[config.mk]
export PLATFORM = sky130hd
export DESIGN_NAME = fetchUnit
export DESIGN_NICKNAME = d
export VERILOG_FILES = /design/src/cpuPkg.sv /design/src/fetchUnit.sv
export SDC_FILE = /design/constraint.sdc
export NUM_CORES = 1
export LEC_CHECK = 0
export BUFFER_PORTS_ARGS = -buffer_cell sky130_fd_sc_hd__buf_2
export CORE_UTILIZATION = 31
export DETAILED_ROUTE_END_ITERATION = 8
export HOLD_SLACK_MARGIN = 0.05
export PLACE_DENSITY_LB_ADDON = 0.25
export SYNTH_ARGS = -nofsm -noshare
export SYNTH_HDL_FRONTEND = slang
export SYNTH_SLANG_ARGS = --single-unit
[constraint.sdc]
create_clock -name clk -period 3.2 [get_ports clk]
set_input_delay 0.32 -clock clk [delete_from_list [all_inputs] [get_ports clk]]
set_output_delay 0.32 -clock clk [all_outputs]
set_load 0.005 [all_outputs]
[src/cpuPkg.sv]
package cpuPkg;

    localparam int dataWidth   = 32;
    localparam int memAddrBits = 10;
    localparam int memWords    = 1 << memAddrBits;

    typedef enum logic [2:0] {
        loadNone,
        loadByteS,
        loadByteU,
        loadHalfS,
        loadHalfU,
        loadWord
    } loadType;

    typedef enum logic [1:0] {
        storeNone,
        storeByte,
        storeHalf,
        storeWord
    } storeType;

    // everything the MEM stage needs from EXE, about 140 bits.
    typedef struct packed {
        logic                 valid;
        logic [dataWidth-1:0] aluOut;    // effective address for loads and stores.
        logic [dataWidth-1:0] storeData;
        logic [dataWidth-1:0] pc;
        logic [dataWidth-1:0] instr;
        loadType              loadKind;
        storeType             storeKind;
        logic [4:0]           dst;
        logic                 regsWr;
    } exeMemBundle;

    typedef struct packed {
        logic                   req;
        logic [memAddrBits-1:0] wordAddr;
        logic [3:0]             byteEn;    // all zero means a plain read.
        logic [dataWidth-1:0]   writeData;
    } memReq;

    typedef struct packed {
        logic                 rvalid;
        logic [dataWidth-1:0] readData;
    } memResp;

endpackage

[src/fetchUnit.sv]
`timescale 1ns/1ps

module fetchUnit (
    input  logic           clk,
    input  logic           rstN,
    input  logic           fetchEn,
    input  logic [31:0]    fetchStartPc,
    output cpuPkg::memReq  fetchReq,
    input  cpuPkg::memResp fetchResp,
    output logic           fetchValid,
    output logic [31:0]    fetchInstr,
    output logic [31:0]    fetchPc
);
    import cpuPkg::*;

    logic [31:0] pc;
    logic [31:0] pcPlus4;
    logic [31:0] reqPc;

    assign pcPlus4 = pc + 32'd4;

    // the word at pc is being answered now, so the request moves on to the next one.
    assign reqPc = fetchResp.rvalid ? pcPlus4 : pc;

    always_comb begin
        fetchReq.req       = fetchEn;
        fetchReq.wordAddr  = reqPc[memAddrBits+1:2];
        fetchReq.byteEn    = 4'b0000;      // fetch never writes.
        fetchReq.writeData = '0;
    end

    always_ff @(posedge clk) begin
        if (!rstN) begin
            pc         <= fetchStartPc;
            fetchValid <= 1'b0;
        end else begin
            fetchValid <= fetchResp.rvalid;
            if (fetchResp.rvalid) begin
                pc <= pcPlus4;
            end
        end
    end

    always_ff @(posedge clk) begin
        if (fetchResp.rvalid) begin
            fetchInstr <= fetchResp.readData;
            fetchPc    <= pc;
        end
    end

endmodule

==> summary.txt <==
Status = finished, final reports clean
Yosys warning count = 0
R2r startpoint = pc[13]
Achievable frequency = 459 MHz
Fin. max-slew vios = 0
Drc violations = 0
Worst skew pair latency = 350 ps
Worst reg2reg path depth = 4
TritonCTS Sinks = 97
Number of library cell types mapped by synthesis = 47
Multi-input gate area = 0.00124 mm2
Leak = 2.25 nW
Final Instance Area = 0.00537 mm2
Period utilisation layout = 68.0%
FP Rows = 42
Post-layout nets = 536
RSZ-0062 raised after global routing = false
Final worst setup slack = 1020 ps
Root buf cell = clkbuf_16
Placed cell areas = 0.00503 mm2
Final hold vios = 0
Hold Path Class = input port to flop
Post-Synthesis Cells = 325
Seq/Total Area, Yosys = 65.4%
First-pass GRT wire length = 15600 um
Post-CTS sizing = 0
GR Overflow Total = 0
Rel. slew slack = 51.3%
Maxcap violations = 0
Core box area = 0.0133 mm2
Setup crit end kind = flop
Num CTS Buffers = 9
Synth-to-layout area growth = 25.4%
Global placement routability congestion = 0.822
WP data arrival = 2280 ps
Chip Width = 120 um
DR WL/cell = 15.6 um
Die area = 0.0143 mm2
Vias in the first global route = 2878
Final Setup Violations = 0
EDFF count, synth = 86
R2r setup slk = 1020 ps
Post-Route Hold Slack = 143 ps
GRT Total Usage = 14.8%
Routed wire length = 10100 um
Vias per cell = 4.71
Critical Path RT = 3300 ps
Pre-antenna DRT Iters = 4
Critical Path End = pc[25]
Port Buffers = 141
# diodes = 0
Worst ir drop on vdd = 230 uV
Critical Path Start Type = flop
Initial Util = 32.1%
Boundary Pins = 180
#FFs+latches synth = 97
CP Class = flop to flop
Async set or reset register ratio after synthesis = 0%
DR vias = 3052
Hold_buf cts = 0
Clock skew = 6.34 ps
Number of routed nets with antenna violations = 0
Filler cells = 1310
Clk slew on worst S/H paths = 60 ps
TritonCTS clock tree = yes
Critical Path Start = pc[13]
Final TNS setup = 0 ps
CP max FO = 17
Dpl hpwl = 7340 um
Pwr/cell area = 580 mW/mm2
Tmin final = 2180 ps
Buffer depth of the longest clock path = 2
Pre-CTS setup slack = 1070 ps
Largest net degree at the start of global routing = 44
Storage cell area = 0.00280 mm2
Depth of the CTS H-tree = 3
Initial antenna violation count = 0
Share of post-route cells with drive strength above 1 = 36.2%
PnR Total Power = 0.00312 W
Syn_area_per_cell = 13.2 um2
Ys flop type = edfxtp_1
Die height = 120 um
Post-CTS setup buffers = 0
Hold Path Depth = 1
Slew @ Worst Pin = 729 ps
Mapped cell area = 0.00428 mm2
Worst reg2reg path endpoint = pc[25]
First-iteration detailed-routing DRC count = 160
cell usage after synthesis, drive strengths merged (2+ instances only):
cell type   n  area share (%)
a21o        2            0.35
a41oi       2            0.41
xnor2       6             1.2
and2        2            0.29
buf        45             7.7
nor2       28             2.5
a21oi       3            0.35
nand3      12             1.4
clkbuf      5            0.44
a31oi       3            0.44
nor2b       4            0.58
o221ai      2            0.41
nor3        5            0.70
nand2      24             2.1
a22o        2            0.41
or4         2            0.44
inv         7            0.61
a211o       3            0.61
xor2        5             1.0
mux2        7             1.8
and3       11             1.6
o311ai      2            0.41
nor4        5            0.88
and4        6             1.2
nand4      14             2.4
edfxtp     86              60
dfxtp      11             5.1
a221o       7             1.6
or3         3            0.44
a311o       2            0.47
how the worst min path moves through the flow:
stage                 startpoint       endpoint  slack, ps
floorplan                  pc[0]     fetchPc[0]        400
global placement           pc[1]     fetchPc[1]        410
finish              fetchResp[3]  fetchInstr[3]        140
CTS                 fetchResp[9]  fetchInstr[9]        130
global route        fetchResp[9]  fetchInstr[9]        130
detailed placement         pc[0]     fetchPc[0]        410
stage by stage:
stage                     std cells  utilization [%]
after global placement          632             37.7
after detailed placement        632             37.7
after floorplan                 360                -
final                           648             40.2
after global routing            648             40.2
after CTS                       648             40.2
cell usage in the layout, fill, tap and decap left out, types with 4 or more instances in the layout:
master	n
conb_1	36
xnor2_1	6
a221o_1	7
edfxtp_1	86
mux2_2	7
nand4_1	13
and4_1	6
dfxtp_1	11
buf_2	140
nand3_1	12
and3_1	11
clkbuf_16	9
inv_1	6
nor4_1	4
nor3_1	4
nor2_1	28
buf_4	6
nor2b_1	4
nand2_1	24
xor2_1	5
cell families after synthesis:
logic type	share of synthesized area (%)
compound gates	6.51
xor+xnor	2.25
fa+ha+maj	0.292
buf+inv	8.70
flops	65.4
mux	1.84
other cells	0.0875
simple gates	14.9
flip-flops by register name, summed over array words and instances, names as in the netlist:
signal	count
fetchInstr	32
fetchPc	32
fetchValid	1
pc	32
critical path, stage by stage (launching register included):
cell and delay [ps]:
edfxtp_1 460, and4_1 370, and3_1 570, a41oi_1 220
a211o_1 310
report_power, final:
group	internal, W	leakage, nW	switching, W
Sequential	0.00151	0.956	0.0000808
Clock	0.000760	0.162	0.000454
Combinational	0.000146	1.14	0.000166
Total	0.00241	2.25	0.000701
metal layers:
layer  GRT usage [%]  routed length (um)  part of all wire, %  up-vias
met5               0                   0                    0        -
met4            7.58                 201                  2.0        0
met3            4.42                 912                  9.0       13
met2            23.0                4600                   45      169
met1            18.7                4420                   44     1427
li1                -                   -                    -     1443
layout make-up:
type,instances,area share [%]
Clock buffer,10,4.26
Sequential cell,97,52.2
Tap cell,176,4.10
Multi-Input combinational cell,206,23.1
Timing Repair Buffer,146,13.9
Inverter,7,0.489
Clock inverter,6,1.98
No activity file was read; power rests on OpenSTA's default activity.
