==> src/cpuPkg.sv <==
package cpuPkg;

    localparam int dataWidth   = 32;
    localparam int memAddrBits = 10;
    localparam int memWords    = 1 << memAddrBits;

    typedef enum logic [2:0] {
        loadNone,
        loadByteS,
        loadByteU,
        loadHalfS,
        loadHalfU,
        loadWord
    } loadType;

    typedef enum logic [1:0] {
        storeNone,
        storeByte,
        storeHalf,
        storeWord
    } storeType;

    // everything the MEM stage needs from EXE, about 140 bits.
    typedef struct packed {
        logic                 valid;
        logic [dataWidth-1:0] aluOut;    // effective address for loads and stores.
        logic [dataWidth-1:0] storeData;
        logic [dataWidth-1:0] pc;
        logic [dataWidth-1:0] instr;
        loadType              loadKind;
        storeType             storeKind;
        logic [4:0]           dst;
        logic                 regsWr;
    } exeMemBundle;

    typedef struct packed {
        logic                   req;
        logic [memAddrBits-1:0] wordAddr;
        logic [3:0]             byteEn;    // all zero means a plain read.
        logic [dataWidth-1:0]   writeData;
    } memReq;

    typedef struct packed {
        logic                 rvalid;
        logic [dataWidth-1:0] readData;
    } memResp;

endpackage

==> src/exeMemReg.sv <==
`timescale 1ns/1ps

module exeMemReg (
    input  logic                clk,
    input  logic                rstN,
    input  logic                memWr,
    input  logic                memFlush,
    input  cpuPkg::exeMemBundle exeIn,
    output cpuPkg::exeMemBundle stageOut,
    output logic                dcacheFlush
);

    typedef enum logic {
        flushNormal,
        flushCache
    } flushState;

    flushState state;
    flushState stateNext;

    // a held flush only starts one cache flush, the state must pass through normal first.
    always_comb begin
        if (state == flushNormal && memFlush) begin
            stateNext = flushCache;
        end else begin
            stateNext = flushNormal;
        end
    end

    always_ff @(posedge clk) begin
        if (!rstN) begin
            state <= flushNormal;
        end else begin
            state <= stateNext;
        end
    end

    assign dcacheFlush = (state == flushCache);

    always_ff @(posedge clk) begin
        if (!rstN || memFlush) begin
            stageOut <= '0;              // a flushed stage holds an invalid bubble.
        end else if (memWr) begin
            stageOut <= exeIn;
        end
    end

    // the cache flush is a single pulse, never a level.
    pulseOnly: assert property (@(posedge clk) disable iff (!rstN)
        dcacheFlush |=> !dcacheFlush)
        else $error("dcacheFlush held for more than one cycle.");

endmodule

==> config.mk <==
export PLATFORM = sky130hd
export DESIGN_NAME = exeMemReg
export DESIGN_NICKNAME = d
export VERILOG_FILES = /design/src/cpuPkg.sv /design/src/exeMemReg.sv
export SDC_FILE = /design/constraint.sdc
export NUM_CORES = 1
export LEC_CHECK = 0
export BUFFER_PORTS_ARGS = -buffer_cell sky130_fd_sc_hd__buf_4
export CORE_MARGIN = 5
export CORE_UTILIZATION = 44
export CTS_CLUSTER_SIZE = 24
export DETAILED_ROUTE_END_ITERATION = 6
export PLACE_DENSITY = 0.87
export SLEW_MARGIN = 15
export SYNTH_ARGS = -nofsm -noshare
export SYNTH_HDL_FRONTEND = slang
export SYNTH_SLANG_ARGS = --single-unit
==> constraint.sdc <==
create_clock -name clk -period 0.9 [get_ports clk]
set_clock_uncertainty 0.05 [all_clocks]
set_input_delay 0.045 -clock clk [delete_from_list [all_inputs] [get_ports clk]]
set_output_delay 0.045 -clock clk [all_outputs]
set_load 0.05 [all_outputs]
==> metrics.txt <==
failing checks negative setup slack; largest net degree at the start of global routing 71; Comb power frac 21.5%; slew margin rel. between 70% and 80%; DPL Wire Length 11300 um; Die H about 120 um; footprint of the multi-input gates 0.00203 sq mm; Int Pwr between 10 and 15 mW; flip-flop and latch area 0.00304 sq mm; CTS Sinks between 100 and 150; pre-CTS setup slack -0.0815 ns; slowest stage cell, crit path dfxtp_2; Tcrit/Tclk final 118%; vias between 5000 and 6000; Synth top area share 55.9%; first-pass GRT wire length about 36000 um; critical path fanouts, max 2; Final ANT Viol Nets 0; Clk pwr share a little under 40%; TritonCTS Buffers 17; Final setup viols ~160; CP top delay family flip-flops; CP Data Required Time roughly 0.8 ns; commonest cells after routing, fill and taps aside buf_4 (188), dlygate4sd3_1 (142), nor2_1 (140); Critical R2R Capture stageOut[119]; WHS Path Cells 4; CTS tree built; vias in the first global route ~6300; CP max stage delay approximately 0.39 ns; cell taking the most area after synthesis dfxtp_1; initial antenna violation count 5; Warnings, synthesis 0; Area Overhead vs Synth 116%; Flop pwr share around 40%; placed insts around 870; Remaining Overflow, GRT 0; Synthesized Nets 600; Pleak a little over 5 nW; Synth Area per Inst 11.1 sq um; sequential share of the synthesized area between 50% and 60%; Critical Path Source Type flop; post-route minimum period between 1 and 1.5 ns; Die ar. ~0.014 sq mm; Synth cell types 11; Tightest Hold Check Type primary input to flop; FMAX ~0.94 GHz; r2r worst-path depth 3; GRT Util Overall a little over a third; flop-to-flop setup slack -0.09 ns; cell area power density about 1600 mW/mm^2; Final Non-Filler Cells 1080; Syn Inst Count between 400 and 500; CTS H-tree depth 4; crit path DAT between 0.9 and 1 ns; Worst Path Buf+Inv 1; Worst-Skew Late Latency approximately 0.42 ns; Setup WS post-layout -0.163 ns; Worst Hold Path EP stageOut[13]; num rows 39; drt pass-1 iters 6; Die Width approximately 120 um; sw frac around 29%; worst r2r src stageOut[119]; Critical Path Sink Type output port; Crit Path Category flop to output port; Fillers around 220; share of post-route cells with drive strength above 1 55.5%; total core area about 0.011 sq mm; MaxCap Viol Count 0; # DRC 0; IO buf count ~280; post-synthesis register bit count ~140; per-cell routed wire length 27.4 um; Pins Over Slew Limit 0; commonest non-fill, non-tap cell in the layout buf_4; maximum VDD drop 1.34 mV; WL final between 20000 and 30000 um; Hold Crit Start memWr; io pins approximately 290; Slew @ Worst Pin ~0.38 ns; # nets final roughly 1100; net switching power 4.85 mW; Via density 5.53; RSZ-0062 raised after global routing true; RePlAce Congestion about 0.8; status finished, violations left; final hold violation count 0; clock-pin slew on the worst setup and hold paths 0.06 ns; synthesized area about 0.0051 sq mm; Root Buffer clkbuf_16; top post-synthesis cells by area dfxtp_1 (56%), mux2i_1 (28%), nor2_1 (10%); CTS max path bufs 2; Initial Utilization between 40% and 50%; iteration-0 DRC count of the detailed router between 500 and 600; crit-path cells buf_8
## worst max-delay path by stage
stage                               end  slack, ns    startpoint  cells after the start
final                      stageOut[89]      -0.16  stageOut[89]                      1
after global routing       stageOut[12]      -0.17  stageOut[12]                      1
after global placement    stageOut[129]      -0.03         memWr                      4
after floorplan             dcacheFlush       0.02   dcacheFlush                      1
after CTS                  stageOut[15]      -0.13  stageOut[15]                      1
after detailed placement   stageOut[72]      -0.08         memWr                      4
## per-stage QoR
stage | instance area, sq um | setup TNS (ns) | util (%) | power [mW] | hold slack, ns
global placement | 7440 | -0.385 | 65.7 | 9.06 | 0.220
CTS | 10500 | -15.29 | 92.4 | 16.2 | 0.0979
floorplan | 5230 | 0 | - | 8.19 | 0.109
finish | 10900 | -17.14 | 96.2 | 17.0 | 0.154
global route | 10900 | -18.91 | 96.2 | 17.3 | 0.167
detailed placement | 7440 | -2.78 | 65.7 | 9.13 | 0.235
## cell usage after synthesis
cell and number:
clkbuf_1 4, nand2_1 1, nand2b_1 1, buf_8 10
nor2_1 141, buf_6 1, buf_4 5, dfxtp_1 141
buf_12 1, mux2i_1 140, buf_2 11
## area by class of cell
| type | count | share of cell area (%) |
|---|---|---|
| clock inverters | 2 | 0.0919 |
| repair buffers | 480 | 46.8 |
| multi-input cells | 283 | 18.7 |
| well taps | 143 | 1.64 |
| flip-flops and latches | 141 | 28.0 |
| clock buffers | 24 | 4.70 |
| diodes | 7 | 0.161 |
## cell families (layout without fill, tap and decap cells)
group / after synthesis / in the layout / synth area share [%]
buffers and inverters: 32 / 506 / 5.72
flip-flops: 141 / 141 / 55.9
multiplexers: 140 / 140 / 27.7
other: 0 / 7 / 0
AND/OR/NAND/NOR: 143 / 143 / 10.7
## worst reg2reg max path, cell delays in order (launching register included)
cell	delay (ns)
dfxtp_2	0.34
buf_4	0.14
mux2i_1	0.23
nor2_1	0.11
## sequential cells by signal, summed over array words and instances, names as in the netlist
name	cells
dcacheFlush	1
stageOut	140
## what timing repair did
item,in CTS,in global routing
endpoints found under the setup margin,141,145
hold buffers,142,0
pin swaps,0,3
buffers inserted,12,27
gates resized for setup,264,56
hold endpoints to repair,141,0
## power groups by stage
stage                     sequential [mW]  clock, mW  combinational (mW)
final                                6.70       6.65                3.65
after global routing                 6.71       6.87                3.73
after CTS                            6.69       6.31                3.18
after detailed placement             6.74          0                2.38
after global placement               6.73          0                2.33
after floorplan                      7.45          0               0.738
## per-layer routing
| layer | track usage (%) | vias up | wire length (um) |
|---|---|---|---|
| met4 | 24.2 | 0 | 2740 |
| met2 | 62.9 | 517 | 14800 |
| met5 | 0 | - | 0 |
| li1 | - | 2440 | - |
| met1 | 34.4 | 2812 | 9330 |
| met3 | 10.5 | 206 | 2690 |
Power figures use the tool's default switching activity.
