==> config.mk <==
export PLATFORM = sky130hd
export DESIGN_NAME = loadStoreUnit
export DESIGN_NICKNAME = d
export VERILOG_FILES = /design/src/cpuPkg.sv /design/src/loadStoreUnit.sv
export SDC_FILE = /design/constraint.sdc
export NUM_CORES = 1
export LEC_CHECK = 0
export BUFFER_PORTS_ARGS = -buffer_cell sky130_fd_sc_hd__buf_2
export CAP_MARGIN = 20
export CORE_AREA = 2 2 102 104
export CTS_CLUSTER_DIAMETER = 100
export DETAILED_ROUTE_END_ITERATION = 7
export DIE_AREA = 0 0 104 106
export GPL_TIMING_DRIVEN = 0
export PLACE_DENSITY = 0.53
export SLEW_MARGIN = 10
export SYNTH_ARGS = -nofsm -noshare
export SYNTH_HDL_FRONTEND = slang
export SYNTH_SLANG_ARGS = --single-unit
==> constraint.sdc <==
create_clock -name clk -period 3.1 [get_ports clk]
set_clock_uncertainty 0.1 [all_clocks]
set_input_delay 0.775 -clock clk [delete_from_list [all_inputs] [get_ports clk]]
set_output_delay 0.775 -clock clk [all_outputs]
set_load 0.03 [all_outputs]
==> src/cpuPkg.sv <==
package cpuPkg;

    localparam int dataWidth   = 32;
    localparam int memAddrBits = 10;
    localparam int memWords    = 1 << memAddrBits;

    typedef enum logic [2:0] {
        loadNone,
        loadByteS,
        loadByteU,
        loadHalfS,
        loadHalfU,
        loadWord
    } loadType;

    typedef enum logic [1:0] {
        storeNone,
        storeByte,
        storeHalf,
        storeWord
    } storeType;

    // everything the MEM stage needs from EXE, about 140 bits.
    typedef struct packed {
        logic                 valid;
        logic [dataWidth-1:0] aluOut;    // effective address for loads and stores.
        logic [dataWidth-1:0] storeData;
        logic [dataWidth-1:0] pc;
        logic [dataWidth-1:0] instr;
        loadType              loadKind;
        storeType             storeKind;
        logic [4:0]           dst;
        logic                 regsWr;
    } exeMemBundle;

    typedef struct packed {
        logic                   req;
        logic [memAddrBits-1:0] wordAddr;
        logic [3:0]             byteEn;    // all zero means a plain read.
        logic [dataWidth-1:0]   writeData;
    } memReq;

    typedef struct packed {
        logic                 rvalid;
        logic [dataWidth-1:0] readData;
    } memResp;

endpackage

==> src/loadStoreUnit.sv <==
`timescale 1ns/1ps

module loadStoreUnit (
    input  logic                clk,
    input  logic                rstN,
    input  cpuPkg::exeMemBundle stageIn,
    output cpuPkg::memReq       dataReq,
    input  cpuPkg::memResp      dataResp,
    output logic                stall,
    output logic                wbValid,
    output logic [31:0]         wbData,
    output logic [4:0]          wbDst,
    output logic                memExcept
);
    import cpuPkg::*;

    logic        isLoad;
    logic        isStore;
    logic        misaligned;
    logic        accessOk;
    logic        respPending;
    logic [1:0]  offset;
    logic [1:0]  pendOffset;
    loadType     pendKind;
    logic [7:0]  loadByte;
    logic [15:0] loadHalf;
    logic [31:0] loadData;

    assign offset  = stageIn.aluOut[1:0];
    assign isLoad  = stageIn.valid && (stageIn.loadKind != loadNone);
    assign isStore = stageIn.valid && (stageIn.storeKind != storeNone);

    always_comb begin
        misaligned = 1'b0;
        if (stageIn.loadKind inside {loadHalfS, loadHalfU} || stageIn.storeKind == storeHalf) begin
            misaligned = offset[0];
        end
        if (stageIn.loadKind == loadWord || stageIn.storeKind == storeWord) begin
            misaligned = |offset;
        end
    end

    // in the response cycle the bundle is still in the stage and must not ask again.
    assign accessOk  = (isLoad || isStore) && !misaligned && !respPending;
    assign memExcept = (isLoad || isStore) && misaligned && !respPending;
    assign stall     = accessOk;

    always_comb begin
        dataReq.req       = accessOk;
        dataReq.wordAddr  = stageIn.aluOut[memAddrBits+1:2];
        dataReq.byteEn    = 4'b0000;
        dataReq.writeData = stageIn.storeData;
        if (isStore) begin
            case (stageIn.storeKind)
                storeByte: begin
                    dataReq.byteEn    = 4'b0001 << offset;
                    dataReq.writeData = {4{stageIn.storeData[7:0]}};
                end
                storeHalf: begin
                    dataReq.byteEn    = offset[1] ? 4'b1100 : 4'b0011;
                    dataReq.writeData = {2{stageIn.storeData[15:0]}};
                end
                storeWord: begin
                    dataReq.byteEn = 4'b1111;
                end
                default: begin
                    dataReq.byteEn = 4'b0000;
                end
            endcase
        end
    end

    always_ff @(posedge clk) begin
        if (!rstN) begin
            respPending <= 1'b0;
        end else begin
            respPending <= accessOk;
        end
    end

    always_ff @(posedge clk) begin
        if (accessOk) begin
            pendOffset <= offset;
            pendKind   <= stageIn.loadKind;
        end
    end

    always_comb begin
        loadByte = dataResp.readData[{pendOffset, 3'b000} +: 8];
        loadHalf = pendOffset[1] ? dataResp.readData[31:16] : dataResp.readData[15:0];
        case (pendKind)
            loadByteS: loadData = {{24{loadByte[7]}}, loadByte};
            loadByteU: loadData = {24'b0, loadByte};
            loadHalfS: loadData = {{16{loadHalf[15]}}, loadHalf};
            loadHalfU: loadData = {16'b0, loadHalf};
            default:   loadData = dataResp.readData;
        endcase
    end

    // a bundle flushed while waiting reads back invalid and so never retires.
    always_comb begin
        if (respPending) begin
            wbValid = dataResp.rvalid && stageIn.valid && stageIn.regsWr;
        end else begin
            wbValid = stageIn.valid && !isLoad && !isStore && stageIn.regsWr;
        end
    end

    assign wbData = respPending ? loadData : stageIn.aluOut;
    assign wbDst  = stageIn.dst;

    noReqOnExcept: assert property (@(posedge clk) disable iff (!rstN)
        memExcept |-> !dataReq.req)
        else $error("memory request raised with a misaligned address.");

    // data has priority in the arbiter, so its answer is never late.
    dataRespOnTime: assert property (@(posedge clk) disable iff (!rstN)
        dataReq.req |=> dataResp.rvalid)
        else $error("data response missing one cycle after the request.");

endmodule

==> metrics list <==
- The final route contains 2996 vias.
- Dividing the detail-routed wire length by the instance count gives 15.9 µm.
* Number of endpoints with negative hold slack in the final report: 0
* Max cap viols: 0
- Antenna violation net count after detailed routing: 0
- In this run the number of H-tree levels came out at 1.
- Maximum operating frequency: 319 MHz
- After clock tree synthesis, the clock-pin slew on the worst setup and hold paths is 0.04 ns.
- For this design, the CTS-stage hold fixing added 0 buffers.
* Main combinational cell family by area after synthesis: compound AO/OA/AOI/OAI gates
* Fraction of synthesized area in multiplexers: 0.0846
- The complex-gate fraction of the synthesized area is 0.377.
- Of all cell types, the one taking the most synthesized area is sky130_fd_sc_hd__buf_4.
- Area share of and/or/nand/nor cells after synthesis: 0.256
- Number of search-and-repair iterations in the first detailed-routing pass: 4
* Die X-Extent: 104 µm
- Number of warnings reported in the yosys synthesis log: 0
* Largest delay contributor family on the critical path: multiplexers
- Clock latency on the worst-skew pair, taken at its later pin, is 0.22 ns.
- The initial antenna violation count was 1.
- In the routed design, unresolved DRC markers number 0.
* Initial core utilization: 0.200
- Synth area leaders: sky130_fd_sc_hd__buf_4 (9.0%), sky130_fd_sc_hd__edfxtp_1 (7.5%), sky130_fd_sc_hd__nand2_1 (7.1%)
- First-pass GRT wire length: 15300 µm
* CTS Buffer Depth: 2
- The worst setup path is launched from an input port.
- TritonCTS created 3 clock buffers.
* Cell breakdown of the critical path: buf_8 > mux4_2 > a41o_4 > nor2_4 > a221oi_2 > buf_4
- Global routing finished with a remaining overflow of 0.
* Failing checks: negative setup slack
- Primary FF master, synth: sky130_fd_sc_hd__edfxtp_1
- Peak supply drop: 0.000110 V
* Per-instance average area after synthesis: 6.88 µm²
* Worst Max-Slew Pin Slew: 0.636 ns
* Total wirelength of the detailed-routed design: 9890 µm
- Placed instance count: 618
- Core region area: 10000 µm²
- Vias in the first global route: 3024
* Clock tree from TritonCTS: yes
- Worst Path Buf+Inv: 2
- Overall fraction of global-route tracks in use: 0.171
- At the worst endpoint, the required time is 2.22 ns.
- On the worst path, the slowest cell contributes a delay of 0.53 ns.
- Setup violations remaining at the end of the flow were counted as 7.
* Number of diodes added for antenna fixing: 0
* Synthesized instance count: 290
- Die height: 106 µm
* 1st-iter DRT viols: 102
- Minimum clock period: 3.14 ns
- Clock tree synthesis found a total of 6 sinks.
* Final standard cell count with taps included and fillers excluded: 623
- DIE AREA: 11000 µm²
- Of the synthesized area, sequential elements account for 0.0853.
- Once routing completed, OpenROAD measured the worst setup slack at -0.0384 ns.
- The root buffer cell chosen for the clock tree is sky130_fd_sc_hd__clkbuf_8.
- Worst-case headroom to the max-slew limit: 0.576
- Share of synthesized cell area in full adder, half adder and majority cells: 0.0251
- In the finished design, the share of the clock period the worst path needs comes to 1.01.
- Arrival time reported for the critical path endpoint: 2.26 ns
- Weighted congestion at the end of routability-driven global placement: 0.869
- The total count of max-transition violations in the final report is 0.
- Master of the slowest instance on the critical path: sky130_fd_sc_hd__mux4_2
- Pin placement for this block handled 262 I/O pins.
- After the last flow step, the layout net total stands at 667.
* Half-perimeter wire length of the detailed placement result: 7960 µm
- Counting the fill cells in the layout gives 1111.
* Seq cells post-synth: 6
* Power density of the placed cells: 269 nW/µm²
* Syn Std Cell Area: 2000 µm²
* Area growth from synthesis to final layout: 75.9%
- Setup repair after global routing missed its margin: yes
- Of the cells placed in the final design, the portion with a size suffix greater than 1 is 0.561.
- Top fanout value on the critical path: 6
* Number of nets produced by synthesis: 469
- Share of the synthesized area in the top cell type: 0.0903
- Worst hold path class: input port to flip-flop
* Number of flops mapped to enable cells by yosys: 5
* Standard-cell row count: 37
- After detailed placement, the total cell area comes to 3130 µm².
* Category of the critical setup timing path: input port to output port
- Count of buffers from port buffering: 192
* Fraction of synthesized cell area in xor and xnor cells: 0.0132
- Entering global routing, the biggest net connects 11 pins.
* Yosys cell types: 53
- For this design the static power due to leakage is 1.86 nW.
- Status: finished with violations
- STA classifies the critical path endpoint as an output port.
- Average via count per standard cell: 4.81
* Final Cell Area: 3510 µm²
* Async set-reset flop share out of synthesis: 0
[layer usage]
metal	global-route usage	vias to the layer above	share of wire
met4	0.0521	2	0.015
met2	0.337	166	0.52
li1	-	1451	-
met3	0.0264	12	0.080
met1	0.187	1365	0.39
met5	0	-	0.0013
[power by group]
| group | internal, W | switching (W) | total [W] |
|---|---|---|---|
| logic | 0.000278 | 0.000443 | 0.000722 |
| registers | 0.0000942 | 0.00000543 | 0.0000997 |
| clock network | 0.0000886 | 0.0000352 | 0.000124 |
| total | 0.000461 | 0.000484 | 0.000945 |
[worst paths after layout]
check	from	to	slack [ns]	depth (start not counted)
hold reg to reg	respPending	respPending	0.83	3
setup reg to reg	respPending	pendOffset[0]	1.58	4
hold / removal	stageIn[107]	pendOffset[0]	0.67	1
setup / recovery	dataResp[31]	wbData[8]	-0.04	6
[cell usage after synthesis, types with 2 or more instances]
cell type                  instances
sky130_fd_sc_hd__clkbuf_1         17
sky130_fd_sc_hd__buf_4            24
sky130_fd_sc_hd__a221oi_1         13
sky130_fd_sc_hd__nor2_1           26
sky130_fd_sc_hd__a31oi_1           2
sky130_fd_sc_hd__o22ai_1           2
sky130_fd_sc_hd__nand2_1          38
sky130_fd_sc_hd__nor2_2            2
sky130_fd_sc_hd__buf_1             2
sky130_fd_sc_hd__o21a_1            2
sky130_fd_sc_hd__and3b_1           2
sky130_fd_sc_hd__a22o_1            8
sky130_fd_sc_hd__edfxtp_1          5
sky130_fd_sc_hd__nand3_1           2
sky130_fd_sc_hd__ha_1              4
sky130_fd_sc_hd__and3_1           17
sky130_fd_sc_hd__nor2b_1           5
sky130_fd_sc_hd__mux2_1            5
sky130_fd_sc_hd__mux2_2            8
sky130_fd_sc_hd__o21ai_1          16
sky130_fd_sc_hd__xnor2_1           3
sky130_fd_sc_hd__buf_2             2
sky130_fd_sc_hd__a21oi_1          12
sky130_fd_sc_hd__o32a_1            2
sky130_fd_sc_hd__nand2b_1          2
sky130_fd_sc_hd__a211o_1          16
sky130_fd_sc_hd__inv_1             7
sky130_fd_sc_hd__o21ai_0          10
sky130_fd_sc_hd__buf_6             2
sky130_fd_sc_hd__inv_2             2
sky130_fd_sc_hd__a22oi_1           9
sky130_fd_sc_hd__a32oi_1           2
[cell families (layout without fill, tap and decap cells)]
kind of cell               after synthesis  count (layout)
AOI/OAI and AO/OA                      103             103
xor gates and xnor gates                 3               3
adders and majority gates                4               4
buffers and inverters                   56             253
DFF                                      6               6
muxes                                   14              14
and+or+nand+nor                        104             104
[stage by stage]
step / TNS (ns) / power (W) / hold slack, ns / util / worst slack, ns
global placement: -4.24 / 0.000745 / 0.834 / 0.313 / -0.239
floorplan: 0 / 0.000521 / 0.643 / - / 0.0459
global route: -0.559 / 0.00101 / 0.671 / 0.351 / -0.0857
CTS: -0.242 / 0.000927 / 0.661 / 0.340 / -0.0563
finish: -0.183 / 0.000945 / 0.669 / 0.351 / -0.0384
detailed placement: -5.19 / 0.000747 / 0.825 / 0.313 / -0.293
[sequential cells by signal, summed over array words and instances, names as in the netlist]
signal,count
respPending,1
pendOffset,2
pendKind,3
[layout make-up]
| type | count | area (µm²) | share of cell area |
|---|---|---|---|
| multi-input combinational | 228 | 1670 | 0.475 |
| tap | 136 | 170 | 0.0485 |
| timing repair buffer | 196 | 1130 | 0.322 |
| clock buffer | 4 | 45.0 | 0.0128 |
| sequential | 6 | 170 | 0.0485 |
| buffer | 44 | 292 | 0.0831 |
| inverter | 9 | 33.8 | 0.00963 |
[cells in the final DEF (no fill, tap or decap), types with 3 or more instances in the layout]
cell type | Yosys | routed
sky130_fd_sc_hd__buf_2 | 2 | 169
sky130_fd_sc_hd__inv_1 | 7 | 7
sky130_fd_sc_hd__a221oi_2 | 0 | 6
sky130_fd_sc_hd__mux2_2 | 8 | 8
sky130_fd_sc_hd__clkbuf_8 | 0 | 3
sky130_fd_sc_hd__a221oi_1 | 13 | 7
sky130_fd_sc_hd__a211o_1 | 16 | 16
sky130_fd_sc_hd__a21oi_1 | 12 | 11
sky130_fd_sc_hd__mux2_1 | 5 | 5
sky130_fd_sc_hd__clkbuf_2 | 0 | 5
sky130_fd_sc_hd__ha_1 | 4 | 4
sky130_fd_sc_hd__o21ai_0 | 10 | 10
sky130_fd_sc_hd__nor2_4 | 1 | 4
sky130_fd_sc_hd__nor2b_1 | 5 | 4
sky130_fd_sc_hd__buf_4 | 24 | 34
sky130_fd_sc_hd__edfxtp_1 | 5 | 5
sky130_fd_sc_hd__and3_1 | 17 | 16
sky130_fd_sc_hd__a22o_1 | 8 | 8
sky130_fd_sc_hd__nand2_1 | 38 | 37
sky130_fd_sc_hd__o21ai_1 | 16 | 15
sky130_fd_sc_hd__nor2_1 | 26 | 25
sky130_fd_sc_hd__buf_6 | 2 | 21
sky130_fd_sc_hd__a22oi_1 | 9 | 9
sky130_fd_sc_hd__clkbuf_1 | 17 | 9
[worst register-to-register path: stages, from the launching register on]
cell and delay, ns:
sky130_fd_sc_hd__dfxtp_1 0.33, sky130_fd_sc_hd__inv_1 0.29, sky130_fd_sc_hd__nand3b_1 0.22, sky130_fd_sc_hd__nor2_4 0.15, sky130_fd_sc_hd__buf_4 0.15
[what timing repair did]
item / 4_1_cts / 5_1_grt
gates cloned: 1 / 0
endpoints found under the setup margin: 52 / 59
resized for setup: 58 / 36
setup buffers: 3 / 0
pin swaps: 16 / 8
Power figures use the tool's default switching activity.
