==> src/cpuPkg.sv <==
package cpuPkg;

    localparam int dataWidth   = 32;
    localparam int memAddrBits = 10;
    localparam int memWords    = 1 << memAddrBits;

    typedef enum logic [2:0] {
        loadNone,
        loadByteS,
        loadByteU,
        loadHalfS,
        loadHalfU,
        loadWord
    } loadType;

    typedef enum logic [1:0] {
        storeNone,
        storeByte,
        storeHalf,
        storeWord
    } storeType;

    // everything the MEM stage needs from EXE, about 140 bits.
    typedef struct packed {
        logic                 valid;
        logic [dataWidth-1:0] aluOut;    // effective address for loads and stores.
        logic [dataWidth-1:0] storeData;
        logic [dataWidth-1:0] pc;
        logic [dataWidth-1:0] instr;
        loadType              loadKind;
        storeType             storeKind;
        logic [4:0]           dst;
        logic                 regsWr;
    } exeMemBundle;

    typedef struct packed {
        logic                   req;
        logic [memAddrBits-1:0] wordAddr;
        logic [3:0]             byteEn;    // all zero means a plain read.
        logic [dataWidth-1:0]   writeData;
    } memReq;

    typedef struct packed {
        logic                 rvalid;
        logic [dataWidth-1:0] readData;
    } memResp;

endpackage

==> src/memArbiter.sv <==
`timescale 1ns/1ps

module memArbiter (
    input  logic           clk,
    input  logic           rstN,
    input  cpuPkg::memReq  dataReq,
    input  cpuPkg::memReq  fetchReq,
    output cpuPkg::memResp dataResp,
    output cpuPkg::memResp fetchResp,
    output cpuPkg::memReq  memBusReq,
    input  cpuPkg::memResp memBusResp
);

    logic dataGrant;
    logic fetchGrant;
    logic ownerData;
    logic ownerFetch;

    assign dataGrant  = dataReq.req;
    assign fetchGrant = fetchReq.req && !dataReq.req;     // fetch only gets idle cycles.

    assign memBusReq = dataGrant ? dataReq : fetchReq;

    always_ff @(posedge clk) begin
        if (!rstN) begin
            ownerData  <= 1'b0;
            ownerFetch <= 1'b0;
        end else begin
            ownerData  <= dataGrant;
            ownerFetch <= fetchGrant;
        end
    end

    always_comb begin
        dataResp.rvalid    = memBusResp.rvalid && ownerData;
        dataResp.readData  = memBusResp.readData;
        fetchResp.rvalid   = memBusResp.rvalid && ownerFetch;
        fetchResp.readData = memBusResp.readData;
    end

    // each memory answer goes to exactly one requester.
    oneOwner: assert property (@(posedge clk) disable iff (!rstN)
        memBusResp.rvalid |-> (dataResp.rvalid != fetchResp.rvalid))
        else $error("memory response not steered to exactly one requester.");

endmodule

==> config.mk <==
export PLATFORM = sky130hd
export DESIGN_NAME = memArbiter
export DESIGN_NICKNAME = d
export VERILOG_FILES = /design/src/cpuPkg.sv /design/src/memArbiter.sv
export SDC_FILE = /design/constraint.sdc
export NUM_CORES = 1
export LEC_CHECK = 0
export BUFFER_PORTS_ARGS = -buffer_cell sky130_fd_sc_hd__buf_4
export CORE_AREA = 2 2 94 96
export CTS_BUF_LIST = sky130_fd_sc_hd__clkbuf_4 sky130_fd_sc_hd__clkbuf_8
export CTS_CLUSTER_DIAMETER = 50
export DETAILED_ROUTE_END_ITERATION = 8
export DIE_AREA = 0 0 96 98
export PLACE_DENSITY = 0.51
export SYNTH_ARGS = -nofsm -noshare
export SYNTH_HDL_FRONTEND = slang
export SYNTH_SLANG_ARGS = --single-unit
==> constraint.sdc <==
create_clock -name clk -period 1.47 [get_ports clk]
set_input_delay 0.0735 -clock clk [delete_from_list [all_inputs] [get_ports clk]]
set_output_delay 0.0735 -clock clk [all_outputs]
set_load 0.01 [all_outputs]
==> flow_metrics.py, run 1 <==
metrics = {
    "die": {
        "dieArea_um2": 9408,
        "die_width_um": 96,
        "die_h_um": 98,
        "io_pins": 242,
        "initial_core_util_pct": 13.51,
        "rows": 34,
        "fp.coreArea_um2": 8466,
    },
    "hold_path": {
        "hold_path_class": "input port to flip-flop",
        "min_from": "rstN",
        "hold_depth": 2,
    },
    "global_route": {
        "use_met3_pct": 6.250,
        "grt_use_met1_pct": 7.366,
        "top_usage_layer": "met2",
        "use_met2_pct": 14.64,
        "antenna_found_initial": 1,
        "grt_max_degree": 50,
        "grt_pass1_vias": 1233,
        "grt_pass1_wl_um": 5982,
        "gr-total-overflow": 0,
        "track_usage_pct": 8.355,
    },
    "timing": {
        "setup_ws_ns": 0.4382,
        "fin_setup_tns_ns": 0,
        "post-route-period-util_pct": 70.19,
        "tightest_slew_ns": 0.2626,
        "max_slew_margin_pct": 82.50,
        "grt_setup_unrepaired": "no",
        "period_minus_slack_ns": 1.032,
        "setup_viol": 0,
        "maxSlewViolCount": 0,
        "timing.fmax_mhz": 969.1,
        "hold_violations": 0,
    },
    "clocking": {
        "numCtsBuffers": 3,
        "h-tree-depth": 1,
        "cts_setup_buffers": 0,
        "numClockSinks": 2,
        "cts_root_buf": "clkbuf_8",
        "cts_hold_buf": 0,
        "ctsResizeCount": 0,
        "clk_path_buf_depth": 2,
        "clk_pin_slew_ns": 0.03,
        "cts_tree": "done",
    },
    "place": {
        "pre_cts_ws_ns": 0.4115,
        "gp_congestion": 0.7199,
        "portBuffers": 145,
        "place_hpwl_um": 3804,
    },
    "logic_synthesis": {
        "synth_nets": 251,
        "syn_area_per_cell_um2": 9.374,
        "syn_area_um2": 1144,
        "synth-seq-area-share_pct": 3.501,
        "synth_area_leaders": "buf_4, mux2_2, mux2_4",
        "yosys_register_bits": 2,
        "synth_cell_types": 8,
        "synth.top_cell.area_share_pct": 43.98,
        "yosysWarnings": 0,
        "synthCells": 122,
        "synth_largest_area_cell": "buf_4",
    },
    "worst_setup_path": {
        "cp-endpoint": "memBusReq[31]",
        "critPathKind": "input port to output port",
        "required_ns": 1.40,
        "crit_fanout": 49,
        "path_cells": "buf_4, buf_12, mux2_2, buf_4",
        "path_buf_inv": 3,
        "end_kind": "output port",
        "cp-startpoint": "dataReq[46]",
        "path_common_cell": "buf_4",
        "start_kind": "input port",
        "critPathArrivalTime_ns": 0.96,
        "worst-path-stages": 4,
        "slowest_stage": "mux2_2",
        "critical_path.top_delay_family": "buffers and inverters",
        "max_stage_delay_ns": 0.39,
    },
    "run_status": {
        "status": "complete, no violations",
    },
    "power_and_ir_drop": {
        "powerDensity_nw_per_um2": 447.3,
        "worst_ir_drop_vdd_mv": 0.1471,
        "leakage_nw": 0.9726,
    },
    "route": {
        "ant_nets": 0,
        "drc": 0,
        "vias": 1100,
        "drt_first_pass_iters": 2,
        "routedWlPerCell_um": 13.59,
        "finalWirelength_um": 4212,
        "drtIter0Drc": 18,
        "drt-vias-per-instance": 3.548,
    },
    "finish": {
        "n_antenna_cell": 0,
        "multi_input_comb_area_um2": 578.1,
        "ff_latch_area_um2": 40.04,
        "area_growth_pct": 66.41,
        "drive_above_1_share_pct": 96.53,
        "nFillCells": 933,
        "finalNetCount": 333,
    },
    "run": {
        "drv_cap": 0,
    },
}
[layout make-up]
type | instances | area share (%)
repair buffers | 146 | 58.25
flip-flops and latches | 2 | 2.104
clock buffers | 3 | 2.170
multi-input cells | 51 | 30.37
well taps | 108 | 7.101
[flip-flops by register name, summed over array words and instances, names as in the netlist]
name,flops
ownerFetch,1
ownerData,1
[kinds of logic (layout without fill, tap and decap cells)]
family | Yosys count | in the layout | share of synthesized area (%)
flops | 2 | 2 | 3.501
mux | 46 | 46 | 47.59
buf+inv | 69 | 149 | 45.95
simple gates | 5 | 5 | 2.955
[cells in the mapped netlist]
master	count
and3b_1	1
buf_6	2
mux2_4	7
mux2_2	39
buf_4	67
dfxtp_1	2
or2_1	1
and2_1	3
[report_power, final]
part	internal (mW)	leakage [nW]	switching, mW
clock network	0.174	0.0216	0.0483
logic	0.384	0.934	0.187
registers	0.0573	0.0166	0.000419
[cell usage in the layout (no fill, tap or decap), drive strengths merged]
cell | Yosys | final
and2 | 3 | 3
and3b | 1 | 1
buf | 69 | 146
clkbuf | 0 | 3
dfxtp | 2 | 2
mux2 | 46 | 46
or2 | 1 | 1
[through the flow]
step	cells	total power [mW]	util, %	hold WS (ns)	area, um^2
after floorplan	122	0.4522	-	0.2008	1144
after detailed placement	307	0.6412	21.99	0.1471	1862
after global routing	310	0.9017	22.48	0.07805	1903
after global placement	307	0.6370	21.99	0.1471	1862
final	310	0.8513	22.48	0.07698	1903
after CTS	310	0.8711	22.48	0.07292	1903
[worst min path at each step]
stage	endpoint	slack, ns
final	ownerData	0.08
after detailed placement	dataResp[15]	0.15
after global routing	ownerData	0.08
after floorplan	ownerData	0.20
after CTS	ownerData	0.07
after global placement	dataResp[15]	0.15
[metal layers]
metal  share of wire (%)  up-vias
met5                0.24        -
met4                0.33        2
met3                  19        7
met1                  28      476
li1                    -      505
met2                  52      110
Note: power is estimated with default switching activity, not from simulation.
==> run 2: changes to the inputs <==
ABC_AREA = 1   (was not set)
CORE_AREA = 2 2 95 97   (was 2 2 94 96)
DIE_AREA = 0 0 97 99   (was 0 0 96 98)
PLACE_DENSITY = 0.5   (was 0.51)
clock period = 1 ns   (was 1.47 ns; I/O delays follow)
==> run 2 against run 1 <==
  * Via count is 33% higher
  * Final area grew 1.6%
  * Power increased by 44%
  * Count of clock-buffer cells in the layout unchanged
  * Critical path type unchanged
  * Critical endpoint is now memBusReq[46]
  * Largest power group unchanged
==> flow_metrics.py, run 2 <==
metrics = {
    "finish": {
        "finalNetCount": 433,
        "layout_commonest_cell": "buf_4",
        "drive_above_1_share_pct": 50.66,
        "nFillCells": 953,
        "area_growth_pct": 66.67,
        "top_regs": "ownerData x1, ownerFetch x1",
        "final_cell_mix": "buf_4, nand2_1, inv_1, clkbuf_8, buf_12",
        "ff_latch_area_um2": 40.04,
        "fin_area_um2": 1933,
        "multi_input_comb_area_um2": 543.0,
        "n_antenna_cell": 0,
        "finalNonFillerCells": 410,
    },
    "route": {
        "drtIter0Drc": 16,
        "vias": 1464,
        "routedWlPerCell_um": 9.339,
        "ant_nets": 0,
        "drt-vias-per-instance": 3.571,
        "drc": 0,
        "finalWirelength_um": 3829,
        "drt_first_pass_iters": 4,
    },
    "clocking": {
        "numClockSinks": 2,
        "h-tree-depth": 1,
        "cts_hold_buf": 0,
        "cts_setup_buffers": 0,
        "cts_tree": "done",
        "clk_path_buf_depth": 2,
        "cts_root_buf": "clkbuf_8",
        "ctsResizeCount": 0,
        "numCtsBuffers": 3,
        "clk_pin_slew_ns": 0.03,
    },
    "die": {
        "dieArea_um2": 9603,
        "io_pins": 242,
        "initial_core_util_pct": 13.56,
        "fp.coreArea_um2": 8551,
        "die_width_um": 97,
        "rows": 34,
        "die_h_um": 99,
    },
    "logic_synthesis": {
        "synth_area_leaders": "nand2_1, buf_4, dfxtp_1",
        "synth_top_family_by_area": "buffers and inverters",
        "synth_fa_ha_area_share_pct": 0,
        "synth-seq-area-share_pct": 3.452,
        "ys.flop_type": "dfxtp_1",
        "syn_area_per_cell_um2": 5.178,
        "synth_edf_count": 0,
        "synthCells": 224,
        "yosys_register_bits": 2,
        "synth.top_cell.area_share_pct": 45.95,
        "synth_largest_area_cell": "nand2_1",
        "yosysMostFrequentCell": "nand2_1",
        "yosysWarnings": 0,
        "async_reset_ff_share_pct": 0,
        "syn_area_um2": 1160,
        "synth_cell_types": 9,
        "synthMuxAreaShare_pct": 0,
        "yosys.area_share.simple_pct": 46.82,
        "synth_nets": 353,
        "synth_commonest_cells": "nand2_1, buf_4, buf_2, buf_6, inv_1",
        "synth_compound_gate_area_share_pct": 0,
        "synth-xor-area-share_pct": 0,
    },
    "worst_setup_path": {
        "end_kind": "output port",
        "critPathArrivalTime_ns": 0.72,
        "required_ns": 0.95,
        "slowest_stage": "or2_1",
        "max_stage_delay_ns": 0.23,
        "start_kind": "input port",
        "path_common_cell": "buf_4",
        "critical_path.top_delay_family": "buffers and inverters",
        "path_buf_inv": 3,
        "crit_fanout": 28,
        "path_cells": "buf_4, buf_12, or2_1, buf_4",
        "critPathKind": "input port to output port",
    },
    "timing": {
        "fin_setup_tns_ns": 0,
        "max_slew_margin_pct": 86.26,
        "timing.fmax_mhz": 1294,
        "period_minus_slack_ns": 0.7729,
        "tightest_slew_ns": 0.2062,
        "setup_ws_ns": 0.2271,
        "post-route-period-util_pct": 77.29,
        "maxSlewViolCount": 0,
        "setup_viol": 0,
        "hold_violations": 0,
        "grt_setup_unrepaired": "no",
    },
    "power_and_ir_drop": {
        "worst_ir_drop_vdd_mv": 0.1831,
        "powerDensity_nw_per_um2": 636.3,
        "power_mw": 1.230,
        "leakage_nw": 1.218,
    },
    "global_route": {
        "grt_pass1_wl_um": 6147,
        "gr-total-overflow": 0,
        "antenna_found_initial": 0,
        "track_usage_pct": 7.422,
        "grt_max_degree": 29,
        "grt_pass1_vias": 1426,
    },
    "place": {
        "portBuffers": 145,
        "pre_cts_ws_ns": 0.2230,
        "dp.cells": 407,
        "gp_congestion": 0.7659,
        "dpl_cell_area_um2": 1892,
        "place_hpwl_um": 3287,
    },
    "run_status": {
        "status": "complete, no violations",
    },
    "run": {
        "drv_cap": 0,
    },
    "hold_path": {
        "hold_path_class": "input port to flip-flop",
    },
}
## run 2: cell types whose count changed after synthesis, sizes merged
cell and delta:
buf +5, nand2 +142, nor2 +1, and2 -3
and3b -1, mux2 -46, inv +4
## run 2: path summary, 6_finish.rpt
| kind | end | startpoint | cells past startpoint | slack [ns] |
|---|---|---|---|---|
| max | memBusReq[46] | dataReq[46] | 4 | 0.23 |
| min | ownerData | rstN | 3 | 0.04 |
## run 2: per-stage QoR
step / hold slack, ns / util [%]
final: 0.03802 / 22.61
after detailed placement: 0.1001 / 22.12
after global routing: 0.06338 / 22.61
after floorplan: 0.1476 / -
after CTS: 0.03552 / 22.61
after global placement: 0.1001 / 22.12
## run 2: logic make-up (layout without fill, tap and decap cells)
kind of cell           after synthesis  count (layout)
and+or+nand+nor                    144             144
buffers and inverters               78             156
DFF                                  2               2
## run 2: routing by layer
layer | vias up | global-route usage [%] | wire length (um)
met2 | 94 | 13.89 | 2026
met3 | 26 | 2.837 | 467
met1 | 594 | 6.936 | 1203
met5 | - | 0 | 0
li1 | 750 | - | -
met4 | 0 | 4.117 | 132
## run 2: layout make-up
class                      count  area share (%)
clock buffer                   3           2.136
multi-input combinational    144           28.09
inverter                       4          0.9062
sequential                     2           2.071
timing repair buffer         149           59.81
tap                          108           6.990
## run 2: power breakdown
group	total, mW	leakage, nW	internal [mW]	switching [mW]
logic	0.833	1.18	0.504	0.329
clock network	0.312	0.0216	0.254	0.0583
registers	0.0851	0.0166	0.0843	0.000830
total	1.23	1.22	0.842	0.388
==> run 3: changes to the inputs <==
clock period = 0.8 ns   (was 1 ns; I/O delays follow)
==> run 3 against run 2 <==
  * Non-clock buffer count unchanged
  * Sequential power increased by 26%
  * First-iteration DRC count increased by 44%
  * Hold slack got worse by 0.013 ns
  * Final area increased by 0.39%
  * Clock power increased by 25%
  * Flip-flop and latch count unchanged
  * Critical path depth unchanged
==> flow_metrics.py, run 3 (synthesis results as in run 2) <==
metrics = {
    "route": {
        "drc": 0,
        "drtIter0Drc": 23,
        "ant_nets": 0,
        "finalWirelength_um": 3828,
        "drt-vias-per-instance": 3.583,
        "routedWlPerCell_um": 9.337,
        "vias": 1469,
        "drt_first_pass_iters": 4,
    },
    "timing": {
        "max_slew_margin_pct": 89.67,
        "maxSlewViolCount": 0,
        "period_minus_slack_ns": 0.7604,
        "fin_setup_tns_ns": 0,
        "tightest_slew_ns": 0.1550,
        "post-route-period-util_pct": 95.05,
        "timing.fmax_mhz": 1315,
        "grt_setup_unrepaired": "no",
        "hold_violations": 0,
        "setup_viol": 0,
    },
    "finish": {
        "fin_area_um2": 1941,
        "nFillCells": 984,
        "final_cell_mix": "buf_4, nand2_1, inv_1, clkbuf_8, buf_12",
        "finalNetCount": 433,
        "fin_util_pct": 22.70,
        "drive_above_1_share_pct": 51.32,
        "area_growth_pct": 67.31,
        "top_regs": "ownerData x1, ownerFetch x1",
        "layout_commonest_cell": "buf_4",
        "n_antenna_cell": 0,
    },
    "power_and_ir_drop": {
        "pwr-share-comb_pct": 67.7,
        "worst_ir_drop_vdd_mv": 0.2602,
        "pwr-share-clk_pct": 25.3,
        "powerDensity_nw_per_um2": 794.0,
        "p_int_mw": 1.055,
        "p_sw_mw": 0.4856,
        "leakage_nw": 1.221,
        "pwr-share-seq_pct": 7.0,
        "p_sw_share_pct": 31.52,
    },
    "global_route": {
        "gr-total-overflow": 0,
        "grt_pass1_vias": 1415,
        "antenna_found_initial": 0,
        "grt_max_degree": 29,
        "track_usage_pct": 7.304,
        "grt_pass1_wl_um": 6072,
    },
    "clocking": {
        "clk_pin_slew_ns": 0.03,
        "cts_setup_buffers": 0,
        "cts_root_buf": "clkbuf_8",
        "numCtsBuffers": 3,
        "h-tree-depth": 1,
        "numClockSinks": 2,
        "cts_tree": "done",
        "clk_path_buf_depth": 2,
    },
    "run": {
        "drv_cap": 0,
    },
    "hold_path": {
        "hold_depth": 3,
        "holdPathEnd": "ownerData",
        "min_from": "rstN",
        "hold_path_class": "input port to flip-flop",
    },
    "die": {
        "fp.coreArea_um2": 8551,
        "initial_core_util_pct": 13.56,
        "io_pins": 242,
        "die_h_um": 99,
        "rows": 34,
        "dieArea_um2": 9603,
        "die_width_um": 97,
    },
    "place": {
        "place_hpwl_um": 3312,
        "dpl_cell_area_um2": 1892,
        "gp_congestion": 0.7647,
        "portBuffers": 145,
    },
    "worst_setup_path": {
        "crit_fanout": 28,
        "end_kind": "output port",
        "start_kind": "input port",
        "required_ns": 0.76,
        "critPathArrivalTime_ns": 0.72,
        "critPathKind": "input port to output port",
    },
    "run_status": {
        "status": "complete, no violations",
    },
}
## run 3: cell counts in the layout (fill, tap and decap cells not counted)
Identical to the previous run, type by type.
## run 3: area by class of cell
cell class	count	area (um^2)	share of cell area, %
Multi-Input combinational cell	144	545.5	28.11
Clock buffer	3	41.29	2.128
Inverter	4	17.52	0.9026
Timing Repair Buffer	149	1160	59.77
Sequential cell	2	41.29	2.128
Tap cell	108	135.1	6.963
## run 3: what timing repair did
item	4_1_cts	5_1_grt
hold buffers	0	0
setup endpoints to repair	0	3
resized for setup	0	3
## run 3: worst max path at each step
stage                     start            end  slack, ns  depth (start not counted)
global placement    dataReq[46]  memBusReq[46]       0.05                          4
CTS                  ownerFetch  fetchResp[32]       0.04                          3
global route         ownerFetch  fetchResp[32]      0.005                          3
detailed placement  dataReq[46]  memBusReq[46]       0.04                          4
floorplan           dataReq[46]  memBusReq[46]       0.23                          3
finish              dataReq[46]  memBusReq[46]       0.04                          4
## run 3: routing by layer
metal | routed length, um | part of all wire (%) | GRT usage (%)
met1 | 1174 | 31 | 6.851
met2 | 2025 | 53 | 13.57
met3 | 497 | 13 | 2.837
met4 | 129 | 3.4 | 4.117
met5 | 0 | 0 | 0
## run 3: power groups by stage
stage          Combinational, mW  Clock (mW)  Sequential [mW]
6_report                    1.04       0.390            0.107
5_1_grt                     1.15       0.420            0.108
4_1_cts                     1.06       0.400            0.106
3_5_place_dp                1.06           0            0.108
3_3_place_gp                1.05           0            0.107
2_1_floorplan              0.697           0            0.107
## run 3: critical path, stage by stage
cell	delay, ns
buf_4	0.14
buf_12	0.15
or2_1	0.23
buf_4	0.14
## run 3: through the flow
step / std cells / power [mW] / setup slack (ns) / hold WS [ns]
floorplan: 224 / 0.8043 / 0.2324 / 0.1376
global placement: 407 / 1.159 / 0.04950 / 0.08010
detailed placement: 407 / 1.163 / 0.04082 / 0.08010
CTS: 410 / 1.566 / 0.03551 / 0.02397
global route: 410 / 1.679 / 0.004937 / 0.05730
finish: 410 / 1.541 / 0.03960 / 0.02540
